**config.mk**
```make
export PLATFORM = sky130hd
export DESIGN_NAME = mat_buffer
export DESIGN_NICKNAME = d
export VERILOG_FILES = /design/src/mm_pkg.sv /design/src/mat_buffer.sv
export VERILOG_INCLUDE_DIRS = /design/src /design/src/src
export SDC_FILE = /design/constraint.sdc
export NUM_CORES = 1
export LEC_CHECK = 0
export BUFFER_PORTS_ARGS = -buffer_cell sky130_fd_sc_hd__buf_2
export CAP_MARGIN = 5
export CORE_MARGIN = 2
export CORE_UTILIZATION = 30
export DETAILED_ROUTE_END_ITERATION = 12
export PLACE_DENSITY = 0.48
export SLEW_MARGIN = 15
export SYNTH_ARGS = -nofsm -noshare
export SYNTH_HDL_FRONTEND = slang
export SYNTH_SLANG_ARGS = --single-unit
export TNS_END_PERCENT = 50
```
**constraint.sdc**
```tcl
create_clock -name clk -period 13.81 [get_ports clk]
set_input_delay 4.143 -clock clk [delete_from_list [all_inputs] [get_ports clk]]
set_output_delay 4.143 -clock clk [all_outputs]
set_load 0.05 [all_outputs]
```
**src/mm_defines.svh**
```systemverilog
/*
 * matrix-multiply accelerator parameters
 * element, systolic, buffer and burst sizes shared by all blocks
 */
`ifndef MM_DEFINES_SVH
`define MM_DEFINES_SVH

// signed element width of A, B and C
`define MM_DW           32

// systolic width, matrices are fixed at this size
`define MM_SA_WIDTH     4

// operand buffer, one entry per column of A or row of B
`define MM_BUF_AW       2
`define MM_BUF_DW       (`MM_SA_WIDTH * `MM_DW)

// accumulator keeps full product plus carry headroom
`define MM_ACC_W        (2 * `MM_DW + 1)

// beats per read or write burst, one matrix each
`define MM_BURST_LEN    16

`endif

```
**src/mm_pkg.sv**
```systemverilog
/*
 * shared types for the matrix-multiply accelerator
 * AXI-style channel payloads, buffer write and accumulator matrix
 */
`include "mm_defines.svh"

package mm_pkg;

    // read request
    typedef struct packed {
        logic [31:0] addr;
        logic        id;
        logic [3:0]  len;
        logic [2:0]  size;
        logic [1:0]  burst;
    } axi_ar_t;

    // read data beat
    typedef struct packed {
        logic [`MM_DW-1:0] data;
        logic              id;
        logic              last;
    } axi_r_t;

    // write request, same layout as a read request
    typedef struct packed {
        logic [31:0] addr;
        logic        id;
        logic [3:0]  len;
        logic [2:0]  size;
        logic [1:0]  burst;
    } axi_aw_t;

    // write data beat
    typedef struct packed {
        logic [`MM_DW-1:0]   data;
        logic [`MM_DW/8-1:0] strb;
        logic                last;
    } axi_w_t;

    // one full entry into an operand buffer
    typedef struct packed {
        logic                  en;
        logic [`MM_BUF_AW-1:0] addr;
        logic [`MM_BUF_DW-1:0] data;
    } buf_wr_t;

    // single accumulator and the full row x column grid
    typedef logic signed [`MM_ACC_W-1:0] accum_t;
    typedef accum_t [`MM_SA_WIDTH-1:0][`MM_SA_WIDTH-1:0] accum_mat_t;

endpackage

```
**src/mat_buffer.sv**
```systemverilog
/*
 * operand buffer
 * four 128-bit entries, full-width write, registered read
 */
`timescale 1ns/1ns
`include "mm_defines.svh"

module mat_buffer (
    input  logic                  clk,
    input  mm_pkg::buf_wr_t       wr_i,
    input  logic [`MM_BUF_AW-1:0] raddr_i,
    output logic [`MM_BUF_DW-1:0] rdata_o
);

    // one entry per column of A or row of B
    logic [`MM_BUF_DW-1:0] mem_q [2**`MM_BUF_AW];

    // write lands at the edge
    always_ff @(posedge clk) begin
        if (wr_i.en) begin
            mem_q[wr_i.addr] <= wr_i.data;
        end
    end

    // read data one cycle after address
    always_ff @(posedge clk) begin
        rdata_o <= mem_q[raddr_i];
    end

endmodule

```
==> results_dict.tcl, run 1 <==
set metrics [dict create \
    status "finished clean" \
    setup_viol 0 \
    period_needed_ns 5.66 \
    cp_data_arrival_time_ns 5.86 \
    finalWirelength_mm 41.9 \
    root_buffer "clkbuf_16" \
    die_w_um 270 \
    post-place-ws_ns 7.43 \
    routedWlPerCell_um 19.8 \
    tightest_slew_ns 0.916 \
    nFillCells 6485 \
    fin_setup_tns_ns 0 \
    worstPathRequired_ns 14.01 \
    critPathCaptureType "flop" \
    hold_viol 0 \
    fmax_mhz 177 \
    crit_chain "buf_2, and3b_4, buf_4" \
    synthToLayoutAreaGrowth_pct 21.4 \
    synth_warnings 0 \
    final_util 0.368 \
    dp_cells 1986 \
    multi_input_area_um2 2940 \
    antenna_found_initial 12 \
    core_um2 69900 \
    layout_setup_ws_ns 8.15 \
    grt_max_degree 56 \
    cellPowerDensity_nw_per_um2 169 \
    dieArea_um2 72700 \
    grt_use_total 0.116 \
    vdd_drop_max_mv 0.100 \
    post_cts_buffers 0 \
    ctsHtreeMaxLevel 3 \
    finalClockSkew_ns 0.0147 \
    rows 97 \
    finalMaxSlewViolations 0 \
    fp.dieH_um 270 \
    start_util 0.303 \
    dp_hpwl_mm 23.8 \
    clk_latency_ns 0.59 \
    fin_crit_sh 0.410 \
    fin_nets 1252 \
    cts_tree "built" \
    worst_path_max_delay_cell "buf_4" \
    postCtsResizedCells 0 \
    path_class "in -> reg" \
    dr.pass1.iters 4 \
    crit_buf_inv 2 \
    path_max_fanout 52 \
    syn-num-nets 934 \
    gp_congestion 0.677 \
    hold_buffers 0 \
    p_leak_nw 8.81 \
    vias 9022 \
    synthesis.area_um2 21200 \
    cp-start-kind "primary input" \
    grt_setup_unrepaired "no" \
    clk_path_buf_depth 3 \
    ys_seq_elements 640 \
    synthCells 800 \
    seqCellArea_um2 17900 \
    drt_iter0_drc 488 \
    syn_avg_cell_area_um2 26.5 \
    path_clk_slew_ns 0.06 \
    antenna_left 0 \
    relSlewSlack 0.390 \
    critical_path.top_delay_family "buffers and inverters" \
    cpPeakStageDelay_ns 0.77 \
    grt_overflow 0 \
    cts_buffers 70 \
    hp-class "reg -> reg" \
    io_pins 262 \
    final_cells 2114 \
    vias_per_cell 4.27 \
    clock-sinks 640 \
    grt_pass1_wl_mm 62.4 \
    synth_cell_types 10 \
    maxCapViolations 0 \
    grt_pass1_vias 9820 \
    io_buffers 261 \
    yosysSeqAreaShare 0.847 \
    power_mw 4.34 \
    drc 0 \
    drive_gt1_frac 0.435 \
]
## layer usage
layer | global-route usage | share of wire
met1 | 0.141 | 0.41
met2 | 0.189 | 0.48
met3 | 0.0463 | 0.073
met4 | 0.0364 | 0.026
met5 | 0 | 0.0036
## synth_stat cells
library cell / count / area (um2)
nor3b_1: 1 / 7.51
mux4_2: 128 / 2880
and3b_1: 2 / 17.5
edfxtp_1: 512 / 15400
buf_2: 13 / 65.1
dfxtp_1: 128 / 2560
clkbuf_1: 1 / 3.75
and3_1: 1 / 6.26
buf_6: 4 / 45.0
buf_12: 10 / 200
## cell families after synthesis
group                  after synthesis  synth area share
flip-flops                         640             0.847
multiplexers                       128             0.136
buffers and inverters               28            0.0148
AND/OR/NAND/NOR                      4           0.00148
## sequential cells by signal (all words and copies together), names as in the netlist
name and cells:
mem_q 512, rdata_o 128
## final timing paths
check / start / end / slack (ns) / cells after the start
max: wr_i[128] / mem_q[2][103] / 8.15 / 3
min reg2reg: mem_q[2][22] / rdata_o[22] / 0.54 / 1
max reg2reg: mem_q[2][103] / rdata_o[103] / 12.83 / 1
min: mem_q[2][22] / rdata_o[22] / 0.54 / 1
## where the power goes
group,internal [mW],switching [mW]
logic,0.0958,0.228
clock network,1.06,0.729
registers,2.20,0.0272
## cells in the final DEF (no fill, tap or decap)
cell type   instances
clkbuf_16          72
clkinv_2           12
clkinv_1            3
diode_2             1
buf_4              13
edfxtp_1          512
inv_6               3
clkbuf_8           11
buf_2             259
clkbuf_1           20
and3_4              1
buf_8               1
mux4_2            128
clkinv_8            1
dfxtp_1           128
clkinv_4            1
buf_6               1
clkinvlp_4          2
and3b_4             2
bufinv_16           2
nor3b_4             1
## layout make-up
type / count / area share
antenna: 1 / 0.0000974
clock buffer: 103 / 0.0789
clock inverter: 24 / 0.00769
multi-input combinational: 132 / 0.114
sequential: 640 / 0.698
tap: 940 / 0.0458
timing repair buffer: 274 / 0.0553
## stage by stage
stage / hold WS (ns) / instance area, um2
3_5_place_dp: 0.540 / 23500
6_report: 0.541 / 25700
5_1_grt: 0.555 / 25700
3_3_place_gp: 0.534 / 23500
2_1_floorplan: 0.532 / 21200
4_1_cts: 0.547 / 25700
No activity file was read; power rests on OpenSTA's default activity.
==> inputs of run 2 (changes only) <==
ABC_AREA = 1   (was not set)
PLACE_DENSITY = 0.46   (was 0.48)
clock period = 5.4 ns   (was 13.81 ns; I/O delays follow)
==> results_dict.tcl, run 2 <==
set metrics [dict create \
    status "finished clean" \
    rows 104 \
    grt_max_degree 149 \
    yosysMostFrequentCell "nand2_1" \
    synthesis.area_um2 24200 \
    largest_reg_flops 512 \
    gp_congestion 0.712 \
    synthCells 2142 \
    tightest_slew_ns 1.00 \
    cp_data_arrival_time_ns 1.32 \
    ys_seq_elements 640 \
    grt_pass1_wl_mm 82.6 \
    synth_area_leader_cell "edfxtp_1" \
    grtUsageMet1 0.160 \
    synth_warnings 0 \
    postCtsResizedCells 0 \
    finalMaxSlewViolations 0 \
    vias 14500 \
    fin_nets 2547 \
    path_class "reg -> out" \
    path_max_fanout 1 \
    dr.pass1.iters 5 \
    synthToLayoutAreaGrowth_pct 20.1 \
    relSlewSlack 0.330 \
    hold_viol 0 \
    ctsHtreeMaxLevel 3 \
    antenna_left 0 \
    final_cell_mix "nand2_1 (640), inv_1 (515), edfxtp_1 (512), buf_2 (259), nand3_1 (256)" \
    clk_path_buf_depth 3 \
    grt_pass1_vias 14200 \
    finalWirelength_mm 55.0 \
    cp-start-kind "flop" \
    top_register "mem_q" \
    netlist_top_cells_count "nand2_1 (640), inv_1 (516), edfxtp_1 (512), nand3_1 (256), dfxtp_1 (128)" \
    synth_ff_type "edfxtp_1" \
    drc 0 \
    reg_top3 "mem_q (512), rdata_o (128)" \
    worstPathRequired_ns 3.78 \
    start_util 0.302 \
    finalClockSkew_ns 0.0205 \
    antenna_found_initial 9 \
    dp_hpwl_mm 29.8 \
    yosys.area.top_type_share 0.635 \
    synth_cell_types 10 \
    worst_path_max_delay_cell "dfxtp_1" \
    synth_edf_count 512 \
    met2_usage 0.231 \
    io_pins 262 \
    setup_viol 0 \
    grt_use_total 0.132 \
    netlist_top_cells_area "edfxtp_1 (63%), dfxtp_1 (11%), nand2_1 (9.9%), inv_1 (8.0%), nand3_1 (5.3%)" \
    syn-num-nets 2276 \
    cpPeakStageDelay_ns 0.43 \
    hold_buffers 0 \
    routedWlPerCell_um 15.6 \
    fmax_mhz 340 \
    drt_iter0_drc 725 \
    layout_commonest_cell "nand2_1" \
    hp-class "reg -> reg" \
    grt_overflow 0 \
    vdd_drop_max_mv 0.367 \
    die_w_um 288 \
    period_needed_ns 2.94 \
    critPathCaptureType "output pin" \
    crit_buf_inv 1 \
    async_flop_share 0 \
    cts_tree "built" \
    fin_setup_tns_ns 0 \
    core_um2 80300 \
    met3_usage 0.0296 \
    fin_crit_sh 0.545 \
    clk_latency_ns 0.60 \
    syn_avg_cell_area_um2 11.3 \
    dieArea_um2 83000 \
    critical_path.top_delay_family "flip-flops" \
    clock-sinks 640 \
    vias_per_cell 4.11 \
    yosysSeqAreaShare 0.741 \
    drive_gt1_frac 0.161 \
    crit_chain "buf_2" \
    busiest_layer "met2" \
    io_buffers 261 \
    fp.dieH_um 288 \
    cts_buffers 74 \
    grt_setup_unrepaired "no" \
    post_cts_buffers 0 \
    path_clk_slew_ns 0.06 \
    p_leak_nw 13.1 \
    maxCapViolations 0 \
    cellPowerDensity_nw_per_um2 406 \
    root_buffer "clkbuf_16" \
    final_util 0.362 \
]
==> run 2: cell count changes after synthesis, sizes merged, moves of 4 or more <==
cell	delta
nand2	+640
nand3	+256
nor3	+4
mux4	-128
buf	+58
inv	+517
==> run 2: cell families (layout without fill, tap and decap cells) <==
logic type	Yosys count	in the layout	synth area share
simple gates	900	900	0.153
other cells	0	2	0
buf+inv	602	934	0.107
flops	640	640	0.741
==> run 2: stage by stage <==
step           area (um2)  instances  setup WS [ns]  hold slack, ns  power, mW
6_report            29100       3536           2.46           0.521       11.8
5_1_grt             29100       3534           2.39           0.560       12.3
3_3_place_gp        26600       3397           1.85           0.510       6.79
2_1_floorplan       24200       2142          -1.79           0.499       6.49
3_5_place_dp        26600       3397           1.83           0.520       6.81
4_1_cts             29100       3534           2.37           0.522       12.0
==> run 2: layer usage <==
| layer | part of all wire | up-vias |
|---|---|---|
| met4 | 0.027 | 14 |
| met2 | 0.50 | 263 |
| met3 | 0.048 | 109 |
| met1 | 0.43 | 6893 |
| li1 | - | 7250 |
| met5 | 0.0015 | - |
==> run 2: final timing paths <==
| kind | from | end | slack (ns) | cells after the start |
|---|---|---|---|---|
| setup reg to reg | mem_q[2][47] | rdata_o[47] | 4.61 | 4 |
| hold / removal | mem_q[1][100] | rdata_o[100] | 0.52 | 4 |
| setup / recovery | rdata_o[50] | rdata_o[50] | 2.46 | 1 |
| hold reg to reg | mem_q[1][100] | rdata_o[100] | 0.52 | 4 |
==> run 2: power by group <==
group / switching, mW / total, mW / internal [mW]
clock network: 1.99 / 5.14 / 3.14
registers: 0.0736 / 5.70 / 5.62
logic: 0.750 / 0.979 / 0.229
total: 2.82 / 11.8 / 9.00
==> run 2: cell type report <==
cell class              count  area, um2
repair buffers            280       1590
diodes                      2       5.00
fillers                  7765      51200
inverters                 517       1950
clock inverters            36        458
well taps                1060       1330
multi-input cells         900       3750
clock buffers             101       2080
flip-flops and latches    640      17900
==> run 2: worst register-to-register path, cell delays in order (launching register included) <==
cell and delay (ns):
edfxtp_1 0.39, inv_1 0.06, nand2_1 0.05, nand3_1 0.11, nand2_1 0.07
==> inputs of run 3 (changes only) <==
clock period = 3 ns   (was 5.4 ns; I/O delays follow)
==> results_dict.tcl, run 3 (synthesized netlist as in run 2, its figures left out) <==
set metrics [dict create \
    status "finished clean" \
    tightest_slew_ns 0.747 \
    routedWlPerCell_um 16.1 \
    maxCapViolations 0 \
    start_util 0.302 \
    dieArea_um2 83000 \
    clk_latency_ns 0.61 \
    root_buffer "clkbuf_16" \
    cp-start-kind "flop" \
    final_cell_mix "nand2_1 (640), inv_1 (515), edfxtp_1 (512), buf_2 (259), nand3_1 (256)" \
    p_leak_nw 13.3 \
    fin_nets 2565 \
    dp_hpwl_mm 33.6 \
    core_um2 80300 \
    top_register "mem_q" \
    fmax_mhz 448 \
    hp-class "in -> reg" \
    ctsHtreeMaxLevel 3 \
    drive_gt1_frac 0.168 \
    hold_viol 0 \
    multi_input_area_um2 3750 \
    postCtsResizedCells 0 \
    crit_chain "buf_2" \
    die_w_um 288 \
    critPathCaptureType "output pin" \
    dp_cells 3415 \
    critical_path.top_delay_family "flip-flops" \
    finalClockSkew_ns 0.0147 \
    path_clk_slew_ns 0.06 \
    synthToLayoutAreaGrowth_pct 21.1 \
    grt_pass1_wl_mm 86.5 \
    fin_crit_sh 0.744 \
    clock-sinks 640 \
    final_util 0.365 \
    fin_hold_ws_ns 0.499 \
    hold_buffers 0 \
    min_from "wr_i[54]" \
    path_max_fanout 1 \
    finalMaxSlewViolations 0 \
    dr.pass1.iters 6 \
    cellPowerDensity_nw_per_um2 723 \
    grt_setup_unrepaired "no" \
    gp_congestion 0.733 \
    final_cell_area_um2 29300 \
    vias_per_cell 4.10 \
    vias 14600 \
    cpPeakStageDelay_ns 0.41 \
    power_mw 21.2 \
    nFillCells 7758 \
    clk_path_buf_depth 3 \
    grt_overflow 0 \
    worstPathRequired_ns 2.10 \
    layout_setup_ws_ns 0.767 \
    worst_path_max_delay_cell "dfxtp_1" \
    final_cells 3561 \
    antenna_found_initial 15 \
    cts_buffers 74 \
    dpl-instance-area_um2 26800 \
    cts_tree "built" \
    drt_iter0_drc 813 \
    finalWirelength_mm 57.3 \
    io_buffers 261 \
    post-place-ws_ns 0.496 \
    period_needed_ns 2.23 \
    relSlewSlack 0.502 \
    grt_max_degree 138 \
    cp_data_arrival_time_ns 1.33 \
    fp.dieH_um 288 \
    reg_top3 "mem_q (512), rdata_o (128)" \
    startpoint "rdata_o[6]" \
    layout_commonest_cell "nand2_1" \
    path_class "reg -> out" \
    fin_setup_tns_ns 0 \
    largest_reg_flops 512 \
    grt_pass1_vias 14600 \
    setup_viol 0 \
    crit_buf_inv 1 \
    vdd_drop_max_mv 0.368 \
    antenna_left 0 \
    drc 0 \
    io_pins 262 \
    seqCellArea_um2 17900 \
    grt_use_total 0.139 \
    rows 104 \
    r2r_start "mem_q[3][27]" \
    post_cts_buffers 0 \
]
-- run 3: worst paths after layout --
check | depth (start not counted) | end | slack, ns
setup / recovery | 1 | rdata_o[6] | 0.77
hold / removal | 1 | mem_q[1][54] | 0.50
setup reg to reg | 4 | rdata_o[27] | 2.15
hold reg to reg | 4 | rdata_o[120] | 0.53
-- run 3: area by class of cell --
cell class | instances | share of cell area
Sequential cell | 640 | 0.612
Tap cell | 1060 | 0.0452
Multi-Input combinational cell | 900 | 0.128
Antenna cell | 9 | 0.000768
Inverter | 517 | 0.0666
Timing Repair Buffer | 298 | 0.0622
Clock inverter | 39 | 0.0143
Clock buffer | 98 | 0.0715
-- run 3: power breakdown --
part	internal, mW	switching [mW]	total [mW]
clock	5.55	3.59	9.14
sequential	10.1	0.140	10.3
combinational	0.438	1.37	1.81
total	16.1	5.11	21.2
-- run 3: routing by layer --
metal  track usage  vias to the layer above  part of all wire
li1              -                     7288                 -
met1         0.183                     6901              0.45
met2         0.222                      299              0.46
met3        0.0326                      101             0.062
met4        0.0513                       18             0.024
met5             0                        -            0.0020
