### src/mm_defines.svh
/*
 * matrix-multiply accelerator parameters
 * element, systolic, buffer and burst sizes shared by all blocks
 */
`ifndef MM_DEFINES_SVH
`define MM_DEFINES_SVH

// signed element width of A, B and C
`define MM_DW           32

// systolic width, matrices are fixed at this size
`define MM_SA_WIDTH     4

// operand buffer, one entry per column of A or row of B
`define MM_BUF_AW       2
`define MM_BUF_DW       (`MM_SA_WIDTH * `MM_DW)

// accumulator keeps full product plus carry headroom
`define MM_ACC_W        (2 * `MM_DW + 1)

// beats per read or write burst, one matrix each
`define MM_BURST_LEN    16

`endif

### src/mm_pkg.sv
/*
 * shared types for the matrix-multiply accelerator
 * AXI-style channel payloads, buffer write and accumulator matrix
 */
`include "mm_defines.svh"

package mm_pkg;

    // read request
    typedef struct packed {
        logic [31:0] addr;
        logic        id;
        logic [3:0]  len;
        logic [2:0]  size;
        logic [1:0]  burst;
    } axi_ar_t;

    // read data beat
    typedef struct packed {
        logic [`MM_DW-1:0] data;
        logic              id;
        logic              last;
    } axi_r_t;

    // write request, same layout as a read request
    typedef struct packed {
        logic [31:0] addr;
        logic        id;
        logic [3:0]  len;
        logic [2:0]  size;
        logic [1:0]  burst;
    } axi_aw_t;

    // write data beat
    typedef struct packed {
        logic [`MM_DW-1:0]   data;
        logic [`MM_DW/8-1:0] strb;
        logic                last;
    } axi_w_t;

    // one full entry into an operand buffer
    typedef struct packed {
        logic                  en;
        logic [`MM_BUF_AW-1:0] addr;
        logic [`MM_BUF_DW-1:0] data;
    } buf_wr_t;

    // single accumulator and the full row x column grid
    typedef logic signed [`MM_ACC_W-1:0] accum_t;
    typedef accum_t [`MM_SA_WIDTH-1:0][`MM_SA_WIDTH-1:0] accum_mat_t;

endpackage

### src/dma_engine.sv
/*
 * DMA engine for the matrix multiplier
 * fetches A and B by read bursts, fills both operand buffers,
 * starts the multiply and writes C back as one write burst
 */
`timescale 1ns/1ns
`include "mm_defines.svh"

module dma_engine (
    input  logic                 clk,
    input  logic                 rst_n,
    input  logic                 start_i,
    input  logic [31:0]          mat_a_addr_i,
    input  logic [31:0]          mat_b_addr_i,
    input  logic [31:0]          mat_c_addr_i,
    output logic                 done_o,
    // read address / data
    output mm_pkg::axi_ar_t      ar_o,
    output logic                 arvalid_o,
    input  logic                 arready_i,
    input  mm_pkg::axi_r_t       r_i,
    input  logic                 rvalid_i,
    output logic                 rready_o,
    // write address / data / response
    output mm_pkg::axi_aw_t      aw_o,
    output logic                 awvalid_o,
    input  logic                 awready_i,
    output mm_pkg::axi_w_t       w_o,
    output logic                 wvalid_o,
    input  logic                 wready_i,
    input  logic                 bvalid_i,
    output logic                 bready_o,
    // operand buffers
    output mm_pkg::buf_wr_t      buf_a_wr_o,
    output mm_pkg::buf_wr_t      buf_b_wr_o,
    // multiply engine
    output logic                 mm_start_o,
    input  logic                 mm_done_i,
    input  mm_pkg::accum_mat_t   accum_i
);

    typedef enum logic [2:0] {
        ST_IDLE,
        ST_REQ_A,
        ST_REQ_B,
        ST_LOAD,
        ST_WAIT_MM,
        ST_REQ_C,
        ST_WRITE_C
    } state_t;

    state_t state_q;

    // host addresses held for the whole operation
    logic [31:0] a_addr_q;
    logic [31:0] b_addr_q;
    logic [31:0] c_addr_q;

    // per-id assembler state, index = read id
    logic [`MM_BUF_DW-1:0] asm_q     [2];
    logic [1:0]            beat_q    [2];
    logic [2:0]            ent_q     [2];
    logic                  wr_en_q   [2];
    logic [`MM_BUF_AW-1:0] wr_addr_q [2];

    // W beat counter, bit 4 set once all 16 are sent
    logic [4:0] w_cnt_q;

    logic r_hs;
    logic w_hs;
    logic start_go;

    assign start_go = (state_q == ST_IDLE) && start_i;
    assign r_hs     = rvalid_i && rready_o;
    assign w_hs     = wvalid_o && wready_i;

    // control FSM
    always_ff @(posedge clk) begin
        if (!rst_n) begin
            state_q    <= ST_IDLE;
            w_cnt_q    <= '0;
            mm_start_o <= 1'b0;
        end else begin
            mm_start_o <= 1'b0;
            case (state_q)
                ST_IDLE: begin
                    if (start_i) begin
                        state_q <= ST_REQ_A;
                        w_cnt_q <= '0;
                    end
                end
                ST_REQ_A: begin
                    if (arready_i) begin
                        state_q <= ST_REQ_B;
                    end
                end
                ST_REQ_B: begin
                    if (arready_i) begin
                        state_q <= ST_LOAD;
                    end
                end
                ST_LOAD: begin
                    // both buffers full, last entry is being written now
                    if (ent_q[0] == 3'd4 && ent_q[1] == 3'd4) begin
                        state_q    <= ST_WAIT_MM;
                        mm_start_o <= 1'b1;
                    end
                end
                ST_WAIT_MM: begin
                    if (mm_done_i) begin
                        state_q <= ST_REQ_C;
                    end
                end
                ST_REQ_C: begin
                    if (awready_i) begin
                        state_q <= ST_WRITE_C;
                    end
                end
                ST_WRITE_C: begin
                    if (w_hs) begin
                        w_cnt_q <= w_cnt_q + 5'd1;
                    end
                    if (bvalid_i) begin
                        state_q <= ST_IDLE;
                    end
                end
                default: state_q <= ST_IDLE;
            endcase
        end
    end

    // latch host addresses on start
    always_ff @(posedge clk) begin
        if (start_go) begin
            a_addr_q <= mat_a_addr_i;
            b_addr_q <= mat_b_addr_i;
            c_addr_q <= mat_c_addr_i;
        end
    end

    // beat assemblers, g = 0 feeds A and g = 1 feeds B
    for (genvar g = 0; g < 2; g++) begin : g_asm
        always_ff @(posedge clk) begin
            if (!rst_n) begin
                beat_q[g]  <= '0;
                ent_q[g]   <= '0;
                wr_en_q[g] <= 1'b0;
            end else begin
                wr_en_q[g] <= 1'b0;
                if (start_go) begin
                    beat_q[g] <= '0;
                    ent_q[g]  <= '0;
                end else if (r_hs && r_i.id == 1'(g)) begin
                    beat_q[g] <= beat_q[g] + 2'd1;
                    // fourth beat completes an entry
                    if (beat_q[g] == 2'd3) begin
                        wr_en_q[g] <= 1'b1;
                        ent_q[g]   <= ent_q[g] + 3'd1;
                    end
                end
            end
        end

        // first beat shifts up into the top lane
        always_ff @(posedge clk) begin
            if (r_hs && r_i.id == 1'(g)) begin
                asm_q[g] <= {asm_q[g][`MM_BUF_DW-`MM_DW-1:0], r_i.data};
                if (beat_q[g] == 2'd3) begin
                    wr_addr_q[g] <= ent_q[g][`MM_BUF_AW-1:0];
                end
            end
        end
    end

    // buffer write ports, data is the completed assembler
    always_comb begin
        buf_a_wr_o.en   = wr_en_q[0];
        buf_a_wr_o.addr = wr_addr_q[0];
        buf_a_wr_o.data = asm_q[0];
        buf_b_wr_o.en   = wr_en_q[1];
        buf_b_wr_o.addr = wr_addr_q[1];
        buf_b_wr_o.data = asm_q[1];
    end

    // read requests, id follows the operand
    always_comb begin
        arvalid_o = (state_q == ST_REQ_A) || (state_q == ST_REQ_B);
        ar_o.addr  = (state_q == ST_REQ_B) ? b_addr_q : a_addr_q;
        ar_o.id    = (state_q == ST_REQ_B);
        ar_o.len   = 4'(`MM_BURST_LEN - 1);
        ar_o.size  = 3'd2;
        ar_o.burst = 2'b01;
        // never stalls data once the requests go out
        rready_o   = (state_q == ST_REQ_B) || (state_q == ST_LOAD);
    end

    // write request and data for C
    always_comb begin
        awvalid_o  = (state_q == ST_REQ_C);
        aw_o.addr  = c_addr_q;
        aw_o.id    = 1'b0;
        aw_o.len   = 4'(`MM_BURST_LEN - 1);
        aw_o.size  = 3'd2;
        aw_o.burst = 2'b01;
        wvalid_o   = (state_q == ST_WRITE_C) && !w_cnt_q[4];
        // beat n carries C[n/4][n%4], low word only
        w_o.data   = accum_i[w_cnt_q[3:2]][w_cnt_q[1:0]][`MM_DW-1:0];
        w_o.strb   = '1;
        w_o.last   = (w_cnt_q[3:0] == 4'(`MM_BURST_LEN - 1));
        bready_o   = (state_q == ST_WRITE_C);
        done_o     = (state_q == ST_WRITE_C) && bvalid_i;
    end

endmodule

### config.mk
export PLATFORM = sky130hd
export DESIGN_NAME = dma_engine
export DESIGN_NICKNAME = d
export VERILOG_FILES = /design/src/mm_pkg.sv /design/src/dma_engine.sv
export VERILOG_INCLUDE_DIRS = /design/src /design/src/src
export SDC_FILE = /design/constraint.sdc
export NUM_CORES = 1
export LEC_CHECK = 0
export ABC_AREA = 0
export CAP_MARGIN = 10
export CORE_AREA = 2 2 606 608
export CTS_BUF_LIST = sky130_fd_sc_hd__clkbuf_16
export DETAILED_ROUTE_END_ITERATION = 6
export DIE_AREA = 0 0 608 610
export DONT_BUFFER_PORTS = 1
export SETUP_SLACK_MARGIN = 0.4
export SLEW_MARGIN = 10
export SYNTH_ARGS = -nofsm -noshare
export SYNTH_HDL_FRONTEND = slang
export SYNTH_SLANG_ARGS = --single-unit
export TNS_END_PERCENT = 10
### constraint.sdc
create_clock -name clk -period 21.4 [get_ports clk]
set_clock_uncertainty 0.15 [all_clocks]
set_input_delay 1.07 -clock clk [delete_from_list [all_inputs] [get_ports clk]]
set_output_delay 1.07 -clock clk [all_outputs]
set_load 0.1 [all_outputs]
==> results of run 1 <==
## power by group
part           total, µW  internal (µW)  leakage (µW)  switching, µW
clock                779            434      0.000717            344
sequential           910            841       0.00346           69.2
combinational        312           44.0       0.00199            268
total               2000           1320       0.00617            682
## state kept, by name, indices dropped and copies added, names as in the netlist
signal / count
beat_q: 4
wr_en_q: 2
w_cnt_q: 5
b_addr_q: 32
c_addr_q: 32
state_q: 3
a_addr_q: 32
asm_q: 256
ent_q: 6
wr_addr_q: 4
mm_start_o: 1
## stage by stage
step,power [µW],cell area [µm²],cells
floorplan,1120,16200,834
global placement,1250,22900,5671
detailed placement,1250,22900,5673
CTS,2050,24400,5753
global route,2080,24500,5792
finish,2000,24500,5825
## logic make-up after synthesis
kind of cell	after synthesis	synth area share
adder cells (fa/ha/maj)	7	0.00542
XOR/XNOR	2	0.00108
multiplexers	163	0.203
AND/OR/NAND/NOR	91	0.0284
flip-flops	377	0.693
other	2	0.000465
buffers and inverters	89	0.0315
AO/OA/AOI/OAI	82	0.0370
## cell type report
class	count	share of cell area
flip-flops and latches	377	0.457
well taps	4816	0.246
multi-input cells	368	0.188
clock buffers	43	0.0439
repair buffers	101	0.0411
clock inverters	37	0.0158
diodes	72	0.00734
inverters	11	0.00168
## metal layers
layer  vias up  GRT usage  share of wire
met4        36     0.0283          0.042
met5         -          0         0.0012
met1      5378     0.0942           0.29
li1       3620          -              -
met3       592     0.0683           0.16
met2      1548      0.191           0.50
## placed cells by master, fill, tap and decap left out, types with 3 or more instances in the layout
| cell | instances |
|---|---|
| a21oi_1 | 4 |
| a22oi_1 | 64 |
| and2_1 | 4 |
| buf_12 | 20 |
| buf_4 | 81 |
| bufinv_16 | 5 |
| clkbuf_16 | 43 |
| clkinv_1 | 13 |
| clkinv_4 | 4 |
| clkinv_8 | 3 |
| conb_1 | 23 |
| dfxtp_1 | 9 |
| diode_2 | 72 |
| edfxtp_1 | 366 |
| ha_1 | 7 |
| inv_1 | 11 |
| inv_2 | 3 |
| inv_6 | 3 |
| mux2_1 | 4 |
| mux2_2 | 30 |
| mux4_2 | 128 |
| nand2_1 | 32 |
| nand2_2 | 8 |
| nand2b_1 | 7 |
| nand3_1 | 3 |
| nor2_1 | 12 |
| nor3_1 | 4 |
| o21ai_0 | 3 |
## final timing paths
path                    to  cells past startpoint  slack, ns     startpoint
max reg2reg  asm_q[0][225]                      5      17.34     state_q[1]
min          asm_q[0][234]                      0       0.31  asm_q[0][202]
max                 w_o[9]                      4      15.39     w_cnt_q[2]
min reg2reg  asm_q[0][234]                      0       0.31  asm_q[0][202]
## worst max-delay path, cell delays in order (launching register included)
cell	delay (ns)
dfxtp_4	0.94
buf_4	0.73
mux4_2	0.59
a22oi_1	0.74
nand2_1	0.84
==> run summary, run 1 <==
run status: completed
placeable core area: 364000 µm²
DRC violation count after routing: 0
Period minus WS final: 6.01 ns
final global-route overflow total: 0
# setup viols final: 0
post-route antenna net violation count: 0
share of the synthesized area in the top cell type: 0.680
drt wl/cell: 34.7 µm
class of the most critical setup path: flip-flop to output pin
required time of the critical path: 20.18 ns
Overall Global Routing Usage: 0.105
Post-Synthesis Mean Instance Area: 19.9 µm²
synth cell count leaders: edfxtp_1 (366), mux4_2 (128), a22oi_1 (64)
total power divided by cell area: 81.6 nW/µm²
die width: 608 µm
CTS Sinks: 377
leakage: 0.00617 µW
transition time at the pin with the least slew margin: 1.26 ns
top-count cell post-synth: edfxtp_1
via count of the first global-routing pass: 9664
initial standard-cell utilization of the core: 0.0444
total standard cell area after synthesis: 16200 µm²
Nets: 2088
area growth from synthesis to layout: 51.8%
Hold Buf Count CTS: 0
Skew-Pair Late Insertion Delay: 0.67 ns
number of gates resized after CTS: 0
buffer count from post-CTS setup fixing: 0
IO Port Bufs: 0
total number of yosys warnings: 0
Die Span Y: 610 µm
number of filler instances in the final layout: 42400
cells taking the most area after synthesis: edfxtp_1 (68%), mux4_2 (18%), a22oi_1 (3.0%)
count of routing violations after the opening detailed-route iteration: 1393
fraction of the yosys area taken by sequential cells: 0.693
largest net degree at the start of global routing: 83
clock transition at the registers of the reported paths: 0.06 ns
Worst Path Arrival: 4.79 ns
unrepaired setup endpoints after global routing: false
global-route wire length before repair: 223 mm
max-slew headroom at the worst pin: 0.159
dominant cell type by area after synthesis: edfxtp_1
clock tree from TritonCTS: yes
die footprint: 371000 µm²
synthesis-stage register bit count: 377
Final period util: 0.281
highest net fanout along the worst path: 44
footprint of the multi-input gates: 4600 µm²
routed vias/inst: 1.92
highest attainable clock frequency: 166 MHz
number of standard-cell rows in the floorplan: 222
Sequential Area: 11200 µm²
CTS root buffer: clkbuf_16
initial antenna violation count: 275
final max-slew violation count: 0
most common flop cell mapped by yosys: edfxtp_1
count of TritonRoute iterations in the first routing pass: 5
end-of-flow core utilization: 0.0673
number of maximum-capacitance constraint violations: 0
Placement Setup Slack: 15.74 ns
vias after detailed routing: 11200
Final TNS setup: 0 ns
CTS max path bufs: 3
ratio of cells with drive above 1 in the final layout: 0.370
fin worst setup slack: 15.39 ns
CP Capture Type: output pin
I/O pin cnt: 1569
number of hold violations in the final report: 0
Syn Inst Count: 813
Post-synth EDFFs: 366
count of H-tree levels built during CTS: 2
final WL: 202 mm
RePlAce Congestion: 0.904
class of the most critical hold timing path: flip-flop to flip-flop
Unique masters post-synth: 43
CTS buffer count: 43
startpoint types: flip-flop
total half-perimeter wirelength after legalization and detailed placement: 186 mm
share of synthesized registers carrying an async set or reset: 0
worst hold margin: 0.307 ns
worst supply voltage drop on vdd: 0.0583 mV
No activity file was read; power rests on OpenSTA's default activity.
==> run 2: changes to the inputs <==
clock period = 6.15 ns   (was 21.4 ns; I/O delays follow)
==> run 2 against run 1 <==
  * Combinational power grew to 4.1 times the previous value
  * Global-route usage is 0.57 points lower
  * Sequential power increased to 3.5 times the previous value
  * Cell area is 7.5% higher
  * Critical path depth unchanged
  * Die area is the same
  * Core utilization rose by 0.50 points
  * Sequential share of layout area decreased by 3.2 points
  * Worst setup slack got worse by 14 ns
  * Largest power group unchanged
==> run summary, run 2 (synthesis gave the netlist of run 1 again) <==
class of the most critical setup path: flip-flop to output pin
largest net degree at the start of global routing: 104 (+25%)
reg-to-reg setup timing slack: 2.71 ns (-14.63 ns)
CTS root buffer: clkbuf_16
buffer count from post-CTS setup fixing: 0 (unchanged)
Period minus WS final: 4.40 ns
Overall Global Routing Usage: 0.0990 (-0.00570)
count of routing violations after the opening detailed-route iteration: 1258 (-9.7%)
Hold Buf Count CTS: 141 (+141)
M1 WL: 64.0 mm (+7.8%)
highest net fanout along the worst path: 43 (-2.3%)
IO Port Bufs: 0 (unchanged)
number of standard-cell rows in the floorplan: 222 (unchanged)
transition time at the pin with the least slew margin: 1.32 ns (+0.0584 ns)
total power divided by cell area: 278 nW/µm² (+240%)
largest register by flop count: asm_q
Finished Cell Area: 26400 µm² (+7.5%)
required time of the critical path: 5.69 ns (-14.49 ns)
depth of the worst register-to-register path: 7 (+2)
hold depth: 1 (+1)
post-route antenna net violation count: 0 (unchanged)
class of the most critical hold timing path: input pin to flip-flop
max-slew headroom at the worst pin: 0.120 (-0.0391)
startpoint types: flip-flop
count of H-tree levels built during CTS: 2 (unchanged)
detailed-routed wire length on met3: 27.2 mm (-16%)
area growth from synthesis to layout: 63.1%
Final TNS setup: 0 ns (unchanged)
ratio of cells with drive above 1 in the final layout: 0.342 (-0.0283)
CP Buf/Inv Count: 1 (unchanged)
Met2 Wirelength: 91.4 mm (-10%)
number of filler instances in the final layout: 42300 (-0.29%)
CTS buffer count: 48 (+12%)
DRC violation count after routing: 0 (unchanged)
end-of-flow core utilization: 0.0724 (+0.00504)
cells along the critical path: buf_4, mux4_2, a22oi_1, nand2_1
slowest library cell on the worst path: dfxtp_4
via count of the first global-routing pass: 10700 (+10%)
number of flip-flops under the largest register name: 256 (unchanged)
initial standard-cell utilization of the core: 0.0444 (unchanged)
placeable core area: 364000 µm² (unchanged)
FF-to-FF Start: state_q[1]
RePlAce Congestion: 0.951 (+5.2%)
CTS Sinks: 377 (unchanged)
# setup viols final: 0 (unchanged)
final max-slew violation count: 0 (unchanged)
worst hold margin: 0.0989 ns (-0.208 ns)
global-route wire length before repair: 214 mm (-4.0%)
CTS max path bufs: 3 (unchanged)
hold-critical path endpoint: asm_q[0][225]
vias after detailed routing: 11700 (+4.4%)
I/O pin cnt: 1569 (unchanged)
count of TritonRoute iterations in the first routing pass: 5 (unchanged)
Highest Signal Layer: met5
min-delay src: rvalid_i
run status: completed
routed vias/inst: 1.93 (+0.67%)
number of maximum-capacitance constraint violations: 0 (unchanged)
number of gates resized after CTS: 0 (unchanged)
Nets: 2258 (+8.1%)
unrepaired setup endpoints after global routing: false
clock transition at the registers of the reported paths: 0.06 ns (about the same)
footprint of the multi-input gates: 4600 µm² (about the same)
total power: 7330 µW (+270%)
total half-perimeter wirelength after legalization and detailed placement: 171 mm (-7.6%)
commonest cells after routing, fill and taps aside: edfxtp_1 (366), dlygate4sd3_1 (141), mux4_2 (128)
endpoint of the most critical register-to-register path: ent_q[1][1]
drt wl/cell: 31.7 µm (-8.7%)
leading cell type in the layout, fill and taps excluded: edfxtp_1
CP Capture Type: output pin
cell area reported after detailed placement: 23100 µm² (+0.91%)
leakage: 0.00698 µW (+13%)
final WL: 191 mm (-5.4%)
initial antenna violation count: 239 (-13%)
die footprint: 371000 µm² (unchanged)
number of hold violations in the final report: 0 (unchanged)
worst supply voltage drop on vdd: 0.215 mV (+270%)
die width: 608 µm (unchanged)
clock tree from TritonCTS: yes
highest cell delay on the worst timing path: 0.91 ns (-0.03 ns)
Sequential Area: 11200 µm² (unchanged)
Worst Path Arrival: 3.95 ns (-0.84 ns)
Final period util: 0.716
Die Span Y: 610 µm (unchanged)
Skew-Pair Late Insertion Delay: 0.66 ns (about the same)
cell type group with the largest total delay on the critical path: flip-flops
final global-route overflow total: 0 (unchanged)
highest attainable clock frequency: 227 MHz
==> run 2: worst max-delay path by stage <==
stage	cells past startpoint	end	slack, ns	from
finish	4	w_o[25]	1.75	w_cnt_q[3]
global route	4	w_o[25]	1.53	w_cnt_q[3]
CTS	4	w_o[25]	1.50	w_cnt_q[3]
detailed placement	4	w_o[25]	2.26	w_cnt_q[3]
global placement	4	w_o[25]	2.31	w_cnt_q[2]
floorplan	5	ent_q[0][0]	1.08	state_q[2]
==> run 2: area by class of cell <==
type | count | share of cell area
clock buffers | 49 | 0.0465
flip-flops and latches | 377 | 0.425
clock inverters | 40 | 0.0134
multi-input cells | 368 | 0.175
inverters | 11 | 0.00157
diodes | 112 | 0.0106
well taps | 4816 | 0.228
repair buffers | 266 | 0.0995
==> run 2: report_power, final <==
part	total [µW]	internal (µW)	leakage, µW	switching [µW]
Clock	2900	1570	0.000817	1330
Sequential	3150	2930	0.00346	219
Combinational	1280	215	0.00270	1060
==> run 2: metrics by stage <==
stage	setup WS, ns	instances
after detailed placement	2.26	5697
after floorplan	1.08	834
after global placement	2.31	5696
final	1.75	6039
after CTS	1.50	5927
after global routing	1.53	6002
==> run 2: per-layer routing <==
metal	vias up	track usage
li1	4006	-
met1	5625	0.0991
met2	1485	0.168
met3	486	0.0594
met4	60	0.0361
met5	-	0
